[src/rtl/cpu11_pkg.sv]
package cpu11_pkg;

    // ========================================
    // basic types
    // ========================================

    typedef logic [15:0] word_t;     // instruction, address or data word
    typedef logic [2:0]  reg_idx_t;  // R0..R7
    typedef logic [2:0]  flags_t;    // {N, Z, C}

    // bit positions inside flags_t
    localparam int FLAG_N = 2;
    localparam int FLAG_Z = 1;
    localparam int FLAG_C = 0;

    // ========================================
    // defaults for the top level
    // ========================================

    localparam int    QUEUE_DEPTH_DEF = 4;
    localparam word_t BOOT_ADDR_DEF   = 16'o001000;

    // ========================================
    // opcode fields
    // ========================================

    // double operand group, bits 15:12
    localparam logic [3:0] DOP_SOP = 4'o00;  // single operand space
    localparam logic [3:0] DOP_MOV = 4'o01;
    localparam logic [3:0] DOP_CMP = 4'o02;
    localparam logic [3:0] DOP_BIT = 4'o03;
    localparam logic [3:0] DOP_BIC = 4'o04;
    localparam logic [3:0] DOP_BIS = 4'o05;
    localparam logic [3:0] DOP_ADD = 4'o06;
    localparam logic [3:0] DOP_SUB = 4'o16;

    // single operand group, bits 11:6 when bits 15:12 are zero
    localparam logic [5:0] SOP_CLR = 6'o50;
    localparam logic [5:0] SOP_COM = 6'o51;
    localparam logic [5:0] SOP_INC = 6'o52;
    localparam logic [5:0] SOP_DEC = 6'o53;
    localparam logic [5:0] SOP_NEG = 6'o54;
    localparam logic [5:0] SOP_TST = 6'o57;

    // decoded operation, register mode only
    typedef enum logic [3:0] {
        OP_CLR,
        OP_COM,
        OP_INC,
        OP_DEC,
        OP_NEG,
        OP_TST,
        OP_MOV,
        OP_CMP,
        OP_BIT,
        OP_BIC,
        OP_BIS,
        OP_ADD,
        OP_SUB,
        OP_ILL   // anything not listed above
    } op_e;

endpackage

[src/rtl/cpu11_top.sv]
module cpu11_top import cpu11_pkg::*; #(
    parameter int    QUEUE_DEPTH = QUEUE_DEPTH_DEF,
    parameter word_t BOOT_ADDR   = BOOT_ADDR_DEF
) (
    input  logic     clk,
    input  logic     reset_n,

    // memory read bus
    output logic     rd_req_o,
    output word_t    rd_addr_o,
    input  logic     rd_ready_i,
    input  word_t    rd_data_i,

    // execution results
    output logic     res_valid_o,
    output logic     res_wr_o,
    output reg_idx_t res_reg_o,
    output word_t    res_data_o,
    output flags_t   res_flags_o,
    output logic     illegal_o
);

    logic  push;
    word_t push_data;
    logic  credit;
    logic  q_valid;
    word_t q_data;
    logic  pop;

    // ========================================
    // fetch -> queue -> execute
    // ========================================

    insn_fetch #(
        .QUEUE_DEPTH (QUEUE_DEPTH),
        .BOOT_ADDR   (BOOT_ADDR)
    ) u_fetch (
        .clk         (clk),
        .reset_n     (reset_n),
        .rd_req_o    (rd_req_o),
        .rd_addr_o   (rd_addr_o),
        .rd_ready_i  (rd_ready_i),
        .rd_data_i   (rd_data_i),
        .push_o      (push),
        .push_data_o (push_data),
        .credit_i    (credit)
    );

    insn_queue #(
        .QUEUE_DEPTH (QUEUE_DEPTH)
    ) u_queue (
        .clk         (clk),
        .reset_n     (reset_n),
        .push_i      (push),
        .push_data_i (push_data),
        .pop_i       (pop),
        .q_valid_o   (q_valid),
        .q_data_o    (q_data),
        .credit_o    (credit)
    );

    insn_exec u_exec (
        .clk         (clk),
        .reset_n     (reset_n),
        .q_valid_i   (q_valid),
        .q_data_i    (q_data),
        .pop_o       (pop),
        .res_valid_o (res_valid_o),
        .res_wr_o    (res_wr_o),
        .res_reg_o   (res_reg_o),
        .res_data_o  (res_data_o),
        .res_flags_o (res_flags_o),
        .illegal_o   (illegal_o)
    );

endmodule

[src/rtl/insn_exec.sv]
module insn_exec import cpu11_pkg::*; (
    input  logic     clk,
    input  logic     reset_n,

    // from the queue
    input  logic     q_valid_i,
    input  word_t    q_data_i,
    output logic     pop_o,

    // results
    output logic     res_valid_o,
    output logic     res_wr_o,
    output reg_idx_t res_reg_o,
    output word_t    res_data_o,
    output flags_t   res_flags_o,
    output logic     illegal_o
);

    // decode stage
    logic     ir_valid_q;
    word_t    ir_q;
    op_e      dec_op;
    logic     is_dop;
    logic     mode_ok;

    // execute stage
    logic     ex_valid_q;
    op_e      ex_op_q;
    reg_idx_t ex_src_q;
    reg_idx_t ex_dst_q;

    word_t    regs [8];
    flags_t   flags_q;
    word_t    src_val;
    word_t    dst_val;
    word_t    alu_res;
    logic     [16:0] alu_wide;    // carry or borrow in bit 16
    logic     c_new;
    logic     wr_en;
    logic     legal;

    assign pop_o = q_valid_i;     // never stalls

    // ========================================
    // decode
    // ========================================

    always_comb begin
        dec_op = OP_ILL;
        is_dop = 1'b1;
        case (ir_q[15:12])
            DOP_MOV: dec_op = OP_MOV;
            DOP_CMP: dec_op = OP_CMP;
            DOP_BIT: dec_op = OP_BIT;
            DOP_BIC: dec_op = OP_BIC;
            DOP_BIS: dec_op = OP_BIS;
            DOP_ADD: dec_op = OP_ADD;
            DOP_SUB: dec_op = OP_SUB;
            DOP_SOP: begin
                is_dop = 1'b0;
                case (ir_q[11:6])
                    SOP_CLR: dec_op = OP_CLR;
                    SOP_COM: dec_op = OP_COM;
                    SOP_INC: dec_op = OP_INC;
                    SOP_DEC: dec_op = OP_DEC;
                    SOP_NEG: dec_op = OP_NEG;
                    SOP_TST: dec_op = OP_TST;
                    default: dec_op = OP_ILL;
                endcase
            end
            default: dec_op = OP_ILL;
        endcase
        // register mode only, source field checked for double operand
        mode_ok = (ir_q[5:3] == 3'd0) && (!is_dop || ir_q[11:9] == 3'd0);
        if (!mode_ok) dec_op = OP_ILL;
    end

    always_ff @(posedge clk or negedge reset_n) begin
        if (!reset_n) begin
            ir_valid_q <= 1'b0;
            ex_valid_q <= 1'b0;
        end else begin
            ir_valid_q <= q_valid_i;
            ex_valid_q <= ir_valid_q;
        end
    end

    always_ff @(posedge clk) begin
        if (q_valid_i) ir_q <= q_data_i;
        ex_op_q  <= dec_op;
        ex_src_q <= ir_q[8:6];
        ex_dst_q <= ir_q[2:0];
    end

    // ========================================
    // execute
    // ========================================

    assign src_val = regs[ex_src_q];
    assign dst_val = regs[ex_dst_q];

    always_comb begin
        alu_wide = '0;
        alu_res  = dst_val;
        c_new    = flags_q[FLAG_C];   // most ops leave C alone
        wr_en    = 1'b1;
        case (ex_op_q)
            OP_CLR: begin
                alu_res = '0;
                c_new   = 1'b0;
            end
            OP_COM: begin
                alu_res = ~dst_val;
                c_new   = 1'b1;
            end
            OP_INC: alu_res = dst_val + 16'd1;
            OP_DEC: alu_res = dst_val - 16'd1;
            OP_NEG: begin
                alu_res = -dst_val;
                c_new   = (alu_res != '0);
            end
            OP_TST: wr_en = 1'b0;
            OP_MOV: alu_res = src_val;
            OP_CMP: begin
                alu_wide = {1'b0, src_val} - {1'b0, dst_val};   // src - dst
                alu_res  = alu_wide[15:0];
                c_new    = alu_wide[16];
                wr_en    = 1'b0;
            end
            OP_BIT: begin
                alu_res = src_val & dst_val;
                wr_en   = 1'b0;
            end
            OP_BIC: alu_res = dst_val & ~src_val;
            OP_BIS: alu_res = dst_val | src_val;
            OP_ADD: begin
                alu_wide = {1'b0, src_val} + {1'b0, dst_val};
                alu_res  = alu_wide[15:0];
                c_new    = alu_wide[16];   // carry out
            end
            OP_SUB: begin
                alu_wide = {1'b0, dst_val} - {1'b0, src_val};   // dst - src
                alu_res  = alu_wide[15:0];
                c_new    = alu_wide[16];   // borrow
            end
            default: wr_en = 1'b0;   // illegal word
        endcase
    end

    assign legal       = ex_valid_q && (ex_op_q != OP_ILL);
    assign res_valid_o = legal;
    assign illegal_o   = ex_valid_q && (ex_op_q == OP_ILL);
    assign res_wr_o    = wr_en;
    assign res_reg_o   = ex_dst_q;
    assign res_data_o  = alu_res;
    assign res_flags_o = {alu_res[15], alu_res == '0, c_new};

    // register file and condition codes
    always_ff @(posedge clk or negedge reset_n) begin
        if (!reset_n) begin
            for (int i = 0; i < 8; i++) regs[i] <= '0;
            flags_q <= '0;
        end else if (legal) begin
            if (wr_en) regs[ex_dst_q] <= alu_res;
            flags_q <= res_flags_o;   // illegal words keep old flags
        end
    end

endmodule

[src/rtl/insn_fetch.sv]
module insn_fetch import cpu11_pkg::*; #(
    parameter int    QUEUE_DEPTH = QUEUE_DEPTH_DEF,
    parameter word_t BOOT_ADDR   = BOOT_ADDR_DEF
) (
    input  logic  clk,
    input  logic  reset_n,

    // word read bus
    output logic  rd_req_o,
    output word_t rd_addr_o,
    input  logic  rd_ready_i,
    input  word_t rd_data_i,

    // towards the instruction queue
    output logic  push_o,
    output word_t push_data_o,
    input  logic  credit_i
);

    localparam int CRED_W = $clog2(QUEUE_DEPTH + 1);

    logic [CRED_W-1:0] credit_q;
    logic [CRED_W-1:0] credit_d;
    logic              rd_req_q;
    word_t             pc_q;
    logic              reply;
    logic              req_start;

    // ========================================
    // bus handshake
    // ========================================

    assign reply = rd_req_q & rd_ready_i;  // data valid this cycle

    // new read only once the old reply is gone and a slot is free
    assign req_start = !rd_req_q && !rd_ready_i && (credit_q != '0);

    assign rd_req_o    = rd_req_q;
    assign rd_addr_o   = pc_q;      // held until reply
    assign push_o      = reply;
    assign push_data_o = rd_data_i;

    always_ff @(posedge clk or negedge reset_n) begin
        if (!reset_n) begin
            rd_req_q <= 1'b0;
            pc_q     <= BOOT_ADDR;
        end else begin
            if (reply) begin
                rd_req_q <= 1'b0;            // at least one idle cycle
                pc_q     <= pc_q + 16'd2;    // next word
            end else if (req_start) begin
                rd_req_q <= 1'b1;
            end
        end
    end

    // ========================================
    // credit counter
    // ========================================

    // one credit spent per push, one back per pop in the queue
    always_comb begin
        credit_d = credit_q;
        if (push_o && !credit_i) begin
            credit_d = credit_q - 1'b1;
        end else if (!push_o && credit_i) begin
            credit_d = credit_q + 1'b1;
        end
    end

    always_ff @(posedge clk or negedge reset_n) begin
        if (!reset_n) begin
            credit_q <= CRED_W'(QUEUE_DEPTH);   // queue starts empty
        end else begin
            credit_q <= credit_d;
        end
    end

endmodule

[src/rtl/insn_queue.sv]
module insn_queue import cpu11_pkg::*; #(
    parameter int QUEUE_DEPTH = QUEUE_DEPTH_DEF
) (
    input  logic  clk,
    input  logic  reset_n,

    // from fetch
    input  logic  push_i,
    input  word_t push_data_i,

    // to execute
    input  logic  pop_i,
    output logic  q_valid_o,
    output word_t q_data_o,

    // credit back to fetch
    output logic  credit_o
);

    localparam int PTR_W = $clog2(QUEUE_DEPTH);
    localparam int CNT_W = $clog2(QUEUE_DEPTH + 1);

    word_t             mem [QUEUE_DEPTH];
    logic [PTR_W-1:0]  wr_ptr_q;
    logic [PTR_W-1:0]  rd_ptr_q;
    logic [CNT_W-1:0]  cnt_q;
    logic              pop_en;

    assign q_valid_o = (cnt_q != '0);
    assign q_data_o  = mem[rd_ptr_q];
    assign pop_en    = pop_i & q_valid_o;
    assign credit_o  = pop_en;   // one slot freed

    // storage, write side only
    always_ff @(posedge clk) begin
        if (push_i) begin
            mem[wr_ptr_q] <= push_data_i;
        end
    end

    // pointers wrap at QUEUE_DEPTH, which need not be a power of two
    always_ff @(posedge clk or negedge reset_n) begin
        if (!reset_n) begin
            wr_ptr_q <= '0;
            rd_ptr_q <= '0;
            cnt_q    <= '0;
        end else begin
            if (push_i) begin
                if (wr_ptr_q == PTR_W'(QUEUE_DEPTH - 1)) wr_ptr_q <= '0;
                else                                     wr_ptr_q <= wr_ptr_q + 1'b1;
            end
            if (pop_en) begin
                if (rd_ptr_q == PTR_W'(QUEUE_DEPTH - 1)) rd_ptr_q <= '0;
                else                                     rd_ptr_q <= rd_ptr_q + 1'b1;
            end
            case ({push_i, pop_en})
                2'b10:   cnt_q <= cnt_q + 1'b1;
                2'b01:   cnt_q <= cnt_q - 1'b1;
                default: cnt_q <= cnt_q;   // idle or push and pop together
            endcase
        end
    end

endmodule
[config.mk]
export PLATFORM = sky130hd
export DESIGN_NAME = cpu11_top
export DESIGN_NICKNAME = d
export VERILOG_FILES = /design/src/rtl/cpu11_pkg.sv /design/src/rtl/cpu11_top.sv /design/src/rtl/insn_exec.sv /design/src/rtl/insn_fetch.sv /design/src/rtl/insn_queue.sv
export SDC_FILE = /design/constraint.sdc
export NUM_CORES = 1
export LEC_CHECK = 0
export BUFFER_PORTS_ARGS = -buffer_cell sky130_fd_sc_hd__buf_2
export CAP_MARGIN = 20
export CORE_UTILIZATION = 52
export CTS_BUF_LIST = sky130_fd_sc_hd__clkbuf_4
export DETAILED_ROUTE_END_ITERATION = 6
export PLACE_DENSITY = 0.78
export SYNTH_ARGS = -nofsm -noshare
export SYNTH_HDL_FRONTEND = slang
export SYNTH_SLANG_ARGS = --single-unit
[constraint.sdc]
create_clock -name clk -period 8.5 [get_ports clk]
set_clock_uncertainty 0.05 [all_clocks]
set_input_delay 0.85 -clock clk [delete_from_list [all_inputs] [get_ports clk]]
set_output_delay 0.85 -clock clk [all_outputs]
set_load 0.02 [all_outputs]
==> qor.yml, run 1 <==
outcome: "finished, final reports clean"
worst_pin_slew_ns: 1.11
powerDensity_nw_per_um2: 293
port_buffers: 59
wl_per_cell_um: 24.5
clockBufferDepth: 3
routed_wl_mm: 50.6
timing.setup.tns_ns: 0
fin_crit_ns: 7.97
synth_area_sq_um: 16900
fmax_mhz: 126
tritoncts: "built"
drive_gt1_share_pct: 26.0
grt_max_degree: 83
final_core_util_pct: 57.9
area_growth_pct: 8.81
fillCellCount: 2650
num_vias: 13900
synth_top_area_share_pct: 23.0
synth_largest_area_cell: "dfrtp_1"
hold_viol: 0
die_area_sq_um: 33200
postCtsSetupRepairBufs: 0
ir_drop_v: 0.000203
sw_frac_of_total_pct: 45.6
crit_path_start_kind: "register"
grt_pass1_vias: 13600
yosys_most_used_dff: "dfrtp_1"
synthCells: 1556
internal_power_mw: 2.93
maxCapViolations: 0
arrival_ns: 7.07
yosys_register_bits: 247
drc_errors: 0
start_util_pct: 53.2
worstPathMaxFanout: 32
cp-end-kind: "primary output"
ys_seq_area_share_pct: 38.7
viasPerCell: 6.71
grt_pass1_wl_mm: 78.5
die_width_um: 182
grt_use_total_pct: 30.6
critPathKind: "register to primary output"
avgSynthCellArea_sq_um: 10.8
io_pins: 61
cts_buffers: 57
dr.first_iter.drc_count: 1632
final_max_slew_viol_count: 0
gr-total-overflow: 0
postCtsHoldBufs: 0
switchingPower_mw: 2.45
grt_setup_unrepaired: "false"
syn-num-nets: 1671
final_nets: 1734
clk_pin_slew_ns: 0.07
p_seq_share_pct: 29.6
gp_congestion: 1.01
cts_htree_levels: 2
combPwrFrac_pct: 52.9
fin_area_sq_um: 18400
synthTopCellsByArea: "dfrtp_1 (23%), edfxtp_1 (14%), mux2_2 (9.5%)"
dpl.hpwl_mm: 35.9
setup_viol: 0
synthArstFlopShare_pct: 63.6
required_ns: 7.60
cts-root-buf: "clkbuf_4"
leakagePower_nw: 8.10
slowest_stage: "a2111oi_0"
hp-class: "input pin to asynchronous set/reset pin"
clk_latency_ns: 0.73
cpPeakStageDelay_ns: 0.68
rows: 65
p_clk_share_pct: 17.5
period_share_pct: 93.7
yosysWarnings: 0
final_common_cell: "dfrtp_1"
antenna_found_initial: 1
cts_resized: 0
yosysUniqueCellTypes: 98
drt_pass1_iterations: 6
slew_headroom_pct: 25.9
clock_sinks: 247
crit_chain: "buf_4 > mux4_1 > mux2_2 > inv_1 > ha_1 > nor4_1 > o311a_1 > o311ai_0 > and4_1 > a2111oi_0 > o211ai_1 > o211a_1 > or3_1 > nor4_2 > buf_2"
floorplan.die.height_um: 182
synth_edf_count: 80
drtAntennaViolNets: 0
mostFrequentLayoutCells: "dfrtp_1 (155), mux2_2 (143), ha_1 (90)"
core_area_sq_um: 31700
post_dp_cell_area_sq_um: 17600
routing by layer:
layer	wire [um]	share of wire (%)	GRT usage (%)
met1	20600	41	41.6
met5	0	0	0
met4	2240	4.4	13.1
met3	4510	8.9	5.13
met2	23300	46	48.5
cell usage after synthesis (8+ instances only):
cell type / count
a2111oi_0: 11
a211oi_1: 19
a21o_1: 11
a21oi_1: 71
a221oi_1: 17
a22oi_1: 11
a31oi_1: 19
and3_1: 17
buf_1: 14
buf_2: 8
clkbuf_1: 66
dfrtp_1: 155
dfxtp_1: 10
edfxtp_1: 80
ha_1: 90
inv_1: 67
mux2_2: 143
mux2i_1: 49
mux4_2: 55
nand2_1: 81
nand2b_1: 13
nand3_1: 39
nand4_1: 16
nor2_1: 85
nor2b_1: 17
nor3_1: 37
nor3b_1: 8
nor4_1: 12
o211ai_1: 11
o21a_1: 8
o21ai_0: 65
o221ai_1: 8
o31ai_1: 12
or2_2: 8
or3_1: 8
xnor2_1: 36
xor2_1: 17
area by class of cell:
type                    instances  area (sq um)  share of cell area, %
multi-input cells            1141          9670                   52.7
flip-flops and latches        247          6540                   35.6
clock buffers                  89           668                   3.64
repair buffers                101           637                   3.47
well taps                     402           503                   2.74
inverters                      71           267                   1.45
clock inverters                15          67.6                  0.368
diodes                          1          2.50                 0.0136
registers in the layout, indices dropped and copies added, names as in the netlist:
signal / flops
u_exec.ex_op_q: 4
u_exec.flags_q: 1
u_exec.ir_q: 16
u_queue.mem: 64
u_exec.res_reg_o: 3
u_exec.ex_valid_q: 1
u_queue.cnt_q: 3
u_queue.rd_ptr_q: 2
u_queue.wr_ptr_q: 2
u_fetch.rd_req_o: 1
u_fetch.credit_q: 3
u_exec.ir_valid_q: 1
u_exec.ex_src_q: 3
u_fetch.rd_addr_o: 15
u_exec.regs: 128
cells by family after synthesis:
logic type | count (synthesis) | synth area share [%]
AOI/OAI and AO/OA | 359 | 15.1
xor gates and xnor gates | 53 | 2.75
adders and majority gates | 96 | 7.39
buffers and inverters | 168 | 4.06
DFF | 247 | 38.7
muxes | 250 | 20.3
other | 1 | 0.0222
and+or+nand+nor | 382 | 11.7
power groups by stage:
stage / registers, mW / logic (mW) / clock network [mW]
after detailed placement: 1.62 / 2.73 / 0
after floorplan: 1.52 / 2.01 / 0
after CTS: 1.60 / 2.74 / 0.960
final: 1.59 / 2.84 / 0.940
after global placement: 1.61 / 2.69 / 0
after global routing: 1.61 / 3.05 / 1.02
critical path: cells and delay by family (launching register included):
family / cells / cell delay [ns]
buf+inv: 3 / 0.94
compound gates: 5 / 1.91
simple gates: 4 / 1.35
fa+ha+maj: 1 / 0.43
mux: 2 / 0.99
flops: 1 / 0.67
through the flow:
step	setup slack [ns]	power, mW	instances	hold slack, ns
finish	0.534	5.38	2067	0.135
CTS	0.283	5.30	2065	0.127
detailed placement	1.10	4.35	1961	0.286
global placement	1.29	4.30	1961	0.282
global route	0.178	5.68	2067	0.170
floorplan	1.62	3.53	1556	0.273
path summary, 6_finish.rpt:
path                                     end           startpoint  slack [ns]  depth (start not counted)
max                           res_flags_o[1]  u_exec.res_reg_o[0]        0.53                         15
min in group clk           u_exec.ex_valid_q    u_exec.ir_valid_q        0.28                          0
min                          u_exec.regs[90]              reset_n        0.13                          1
max in group asynchronous   u_exec.regs[108]              reset_n        6.78                          2
max reg2reg                  u_exec.regs[62]  u_exec.res_reg_o[0]        2.48                         13
min reg2reg                u_exec.ex_valid_q    u_exec.ir_valid_q        0.28                          0
Power figures use the tool's default switching activity.
==> run 2, diff against run 1 <==
CORE_ASPECT_RATIO = 0.9   (was unset)
SKIP_LAST_GASP = 1   (was unset)
==> run 2 against run 1 <==
Clock power is 3.5% lower. Die area hardly changed. Utilization is 0.33 points lower. Highest routed layer unchanged. Register-to-register slack worse by 0.18 ns. Non-clock buffer count is 1 lower. Fmax is 2.8% lower. Critical path type unchanged.
==> qor.yml, run 2 (synthesized netlist as in run 1, its figures left out) <==
outcome: "finished, final reports clean"
fin_crit_ns: 8.19  # +0.228 ns
clk_pin_slew_ns: 0.07  # about the same
ir_drop_v: 0.000207  # +2.2%
grt_use_total_pct: 29.7  # -0.83 points
rows: 62  # -4.6%
grt_pass1_wl_mm: 76.5  # -2.5%
reg_top3: "u_exec.regs (128), u_queue.mem (64), u_exec.ir_q (16)"
drt_pass1_iterations: 5  # -1
powerDensity_nw_per_um2: 289  # -1.2%
hp-class: "input pin to asynchronous set/reset pin"
arrival_ns: 7.29  # +0.22 ns
cts_htree_levels: 2  # unchanged
grt_max_degree: 81  # -2.4%
cts_buffers: 58  # +1.8%
fillCellCount: 2625  # -0.94%
routed_wl_mm: 48.9  # -3.3%
postCtsHoldBufs: 0  # unchanged
core_area_sq_um: 31900  # +0.52%
slew_headroom_pct: 27.9  # +2.0 points
crit_path_start_kind: "register"
floorplan.die.height_um: 173  # -5.1%
final_max_slew_viol_count: 0  # unchanged
period_share_pct: 96.4  # +2.7 points
cts-root-buf: "clkbuf_4"
tritoncts: "built"
drc_errors: 0  # unchanged
worstRegToRegCells: 14  # +1
dpl.hpwl_mm: 35.2  # -1.9%
grt_pass1_vias: 13700  # +0.51%
clock_sinks: 247  # unchanged
clockBufferDepth: 3  # unchanged
top_register: "u_exec.regs"
pre_cts_ws_ns: 1.25  # +0.145 ns
num_vias: 13900  # +0.35%
drive_gt1_share_pct: 25.4  # -0.59 points
setup_ws_ns: 0.306  # -0.228 ns
fmax_mhz: 122  # -2.8%
worst_pin_slew_ns: 1.08  # -0.0270 ns
hold_viol: 0  # unchanged
die_area_sq_um: 33200  # about the same
leakagePower_nw: 8.08  # -0.26%
gr-total-overflow: 0  # unchanged
start_util_pct: 52.9  # -0.28 points
timing.setup.tns_ns: 0  # unchanged
largest_register_ffs: 128  # unchanged
maxCapViolations: 0  # unchanged
port_buffers: 59  # unchanged
io_pins: 61  # unchanged
area_growth_pct: 8.75  # about the same
drtAntennaViolNets: 0  # unchanged
viasPerCell: 6.69  # -0.27%
postCtsSetupRepairBufs: 0  # unchanged
wl_per_cell_um: 23.5  # -3.9%
setup_viol: 0  # unchanged
gp_congestion: 0.985  # -2.7%
clk_latency_ns: 0.69  # -0.04 ns
cp-end-kind: "primary output"
final_common_cell: "dfrtp_1"
required_ns: 7.60  # about the same
dr.first_iter.drc_count: 1396  # -14%
critPathKind: "register to primary output"
die_width_um: 192  # +5.4%
worstPathMaxFanout: 20  # -38%
grt_setup_unrepaired: "false"
mostFrequentLayoutCells: "dfrtp_1 (155), mux2_2 (143), ha_1 (90)"
final_nets: 1734  # unchanged
antenna_found_initial: 1  # unchanged
## run 2: timing repair
item,in CTS,in global routing
setup endpoints to repair,0,1
endpoints found under the hold margin,0,0
resized for setup,0,1
## run 2: worst paths after layout
| check | startpoint | slack [ns] | to |
|---|---|---|---|
| worst max-delay path | u_exec.ex_src_q[1] | 0.31 | res_flags_o[1] |
| worst min-delay path | reset_n | 0.17 | u_exec.regs[92] |
| worst max register to register | u_exec.res_reg_o[2] | 2.30 | u_exec.regs[78] |
| worst min register to register | u_exec.ir_valid_q | 0.29 | u_exec.ex_valid_q |
| max in group asynchronous | reset_n | 7.13 | u_exec.regs[26] |
| min in group clk | u_exec.ir_valid_q | 0.29 | u_exec.ex_valid_q |
## run 2: worst max-delay path, cell delays in order (launching register included)
cell,delay [ns]
dfxtp_1,0.66
buf_4,0.44
nor2b_1,0.45
a22oi_1,0.13
o21ai_0,0.41
inv_1,0.33
fa_1,0.54
a211oi_1,0.47
o21ai_0,0.17
a311o_1,0.37
nor4b_1,0.69
a31oi_1,0.17
o21a_1,0.33
or4_4,0.56
nor4_2,0.19
nand4bb_1,0.22
nor4_2,0.26
buf_2,0.21
## run 2: area by class of cell
class,count,area (sq um),area share [%]
multi-input cells,1141,9680,52.7
flip-flops and latches,247,6540,35.6
repair buffers,100,637,3.47
clock buffers,82,616,3.35
well taps,416,520,2.84
inverters,71,267,1.45
clock inverters,22,95.1,0.518
diodes,1,2.50,0.0136
## run 2: power by group
group	internal, mW	switching, mW	total [mW]
clock network	0.447	0.460	0.907
registers	1.40	0.202	1.60
logic	1.03	1.76	2.80
## run 2: metal layers
metal	global-route usage [%]	part of all wire, %	up-vias
met5	0	0	-
met4	11.0	3.1	0
met3	4.83	9.0	123
met2	46.0	46	805
met1	42.1	42	6891
li1	-	-	6099
## run 2: per-stage QoR
| step | util [%] | power [mW] | instances | hold slack [ns] | cell area [sq um] |
|---|---|---|---|---|---|
| floorplan | - | 3.53 | 1556 | 0.273 | 16900 |
| global placement | 55.2 | 4.25 | 1973 | 0.276 | 17600 |
| detailed placement | 55.2 | 4.31 | 1973 | 0.290 | 17600 |
| CTS | 57.4 | 5.24 | 2077 | 0.148 | 18300 |
| global route | 57.6 | 5.60 | 2080 | 0.185 | 18400 |
| finish | 57.6 | 5.31 | 2080 | 0.169 | 18400 |
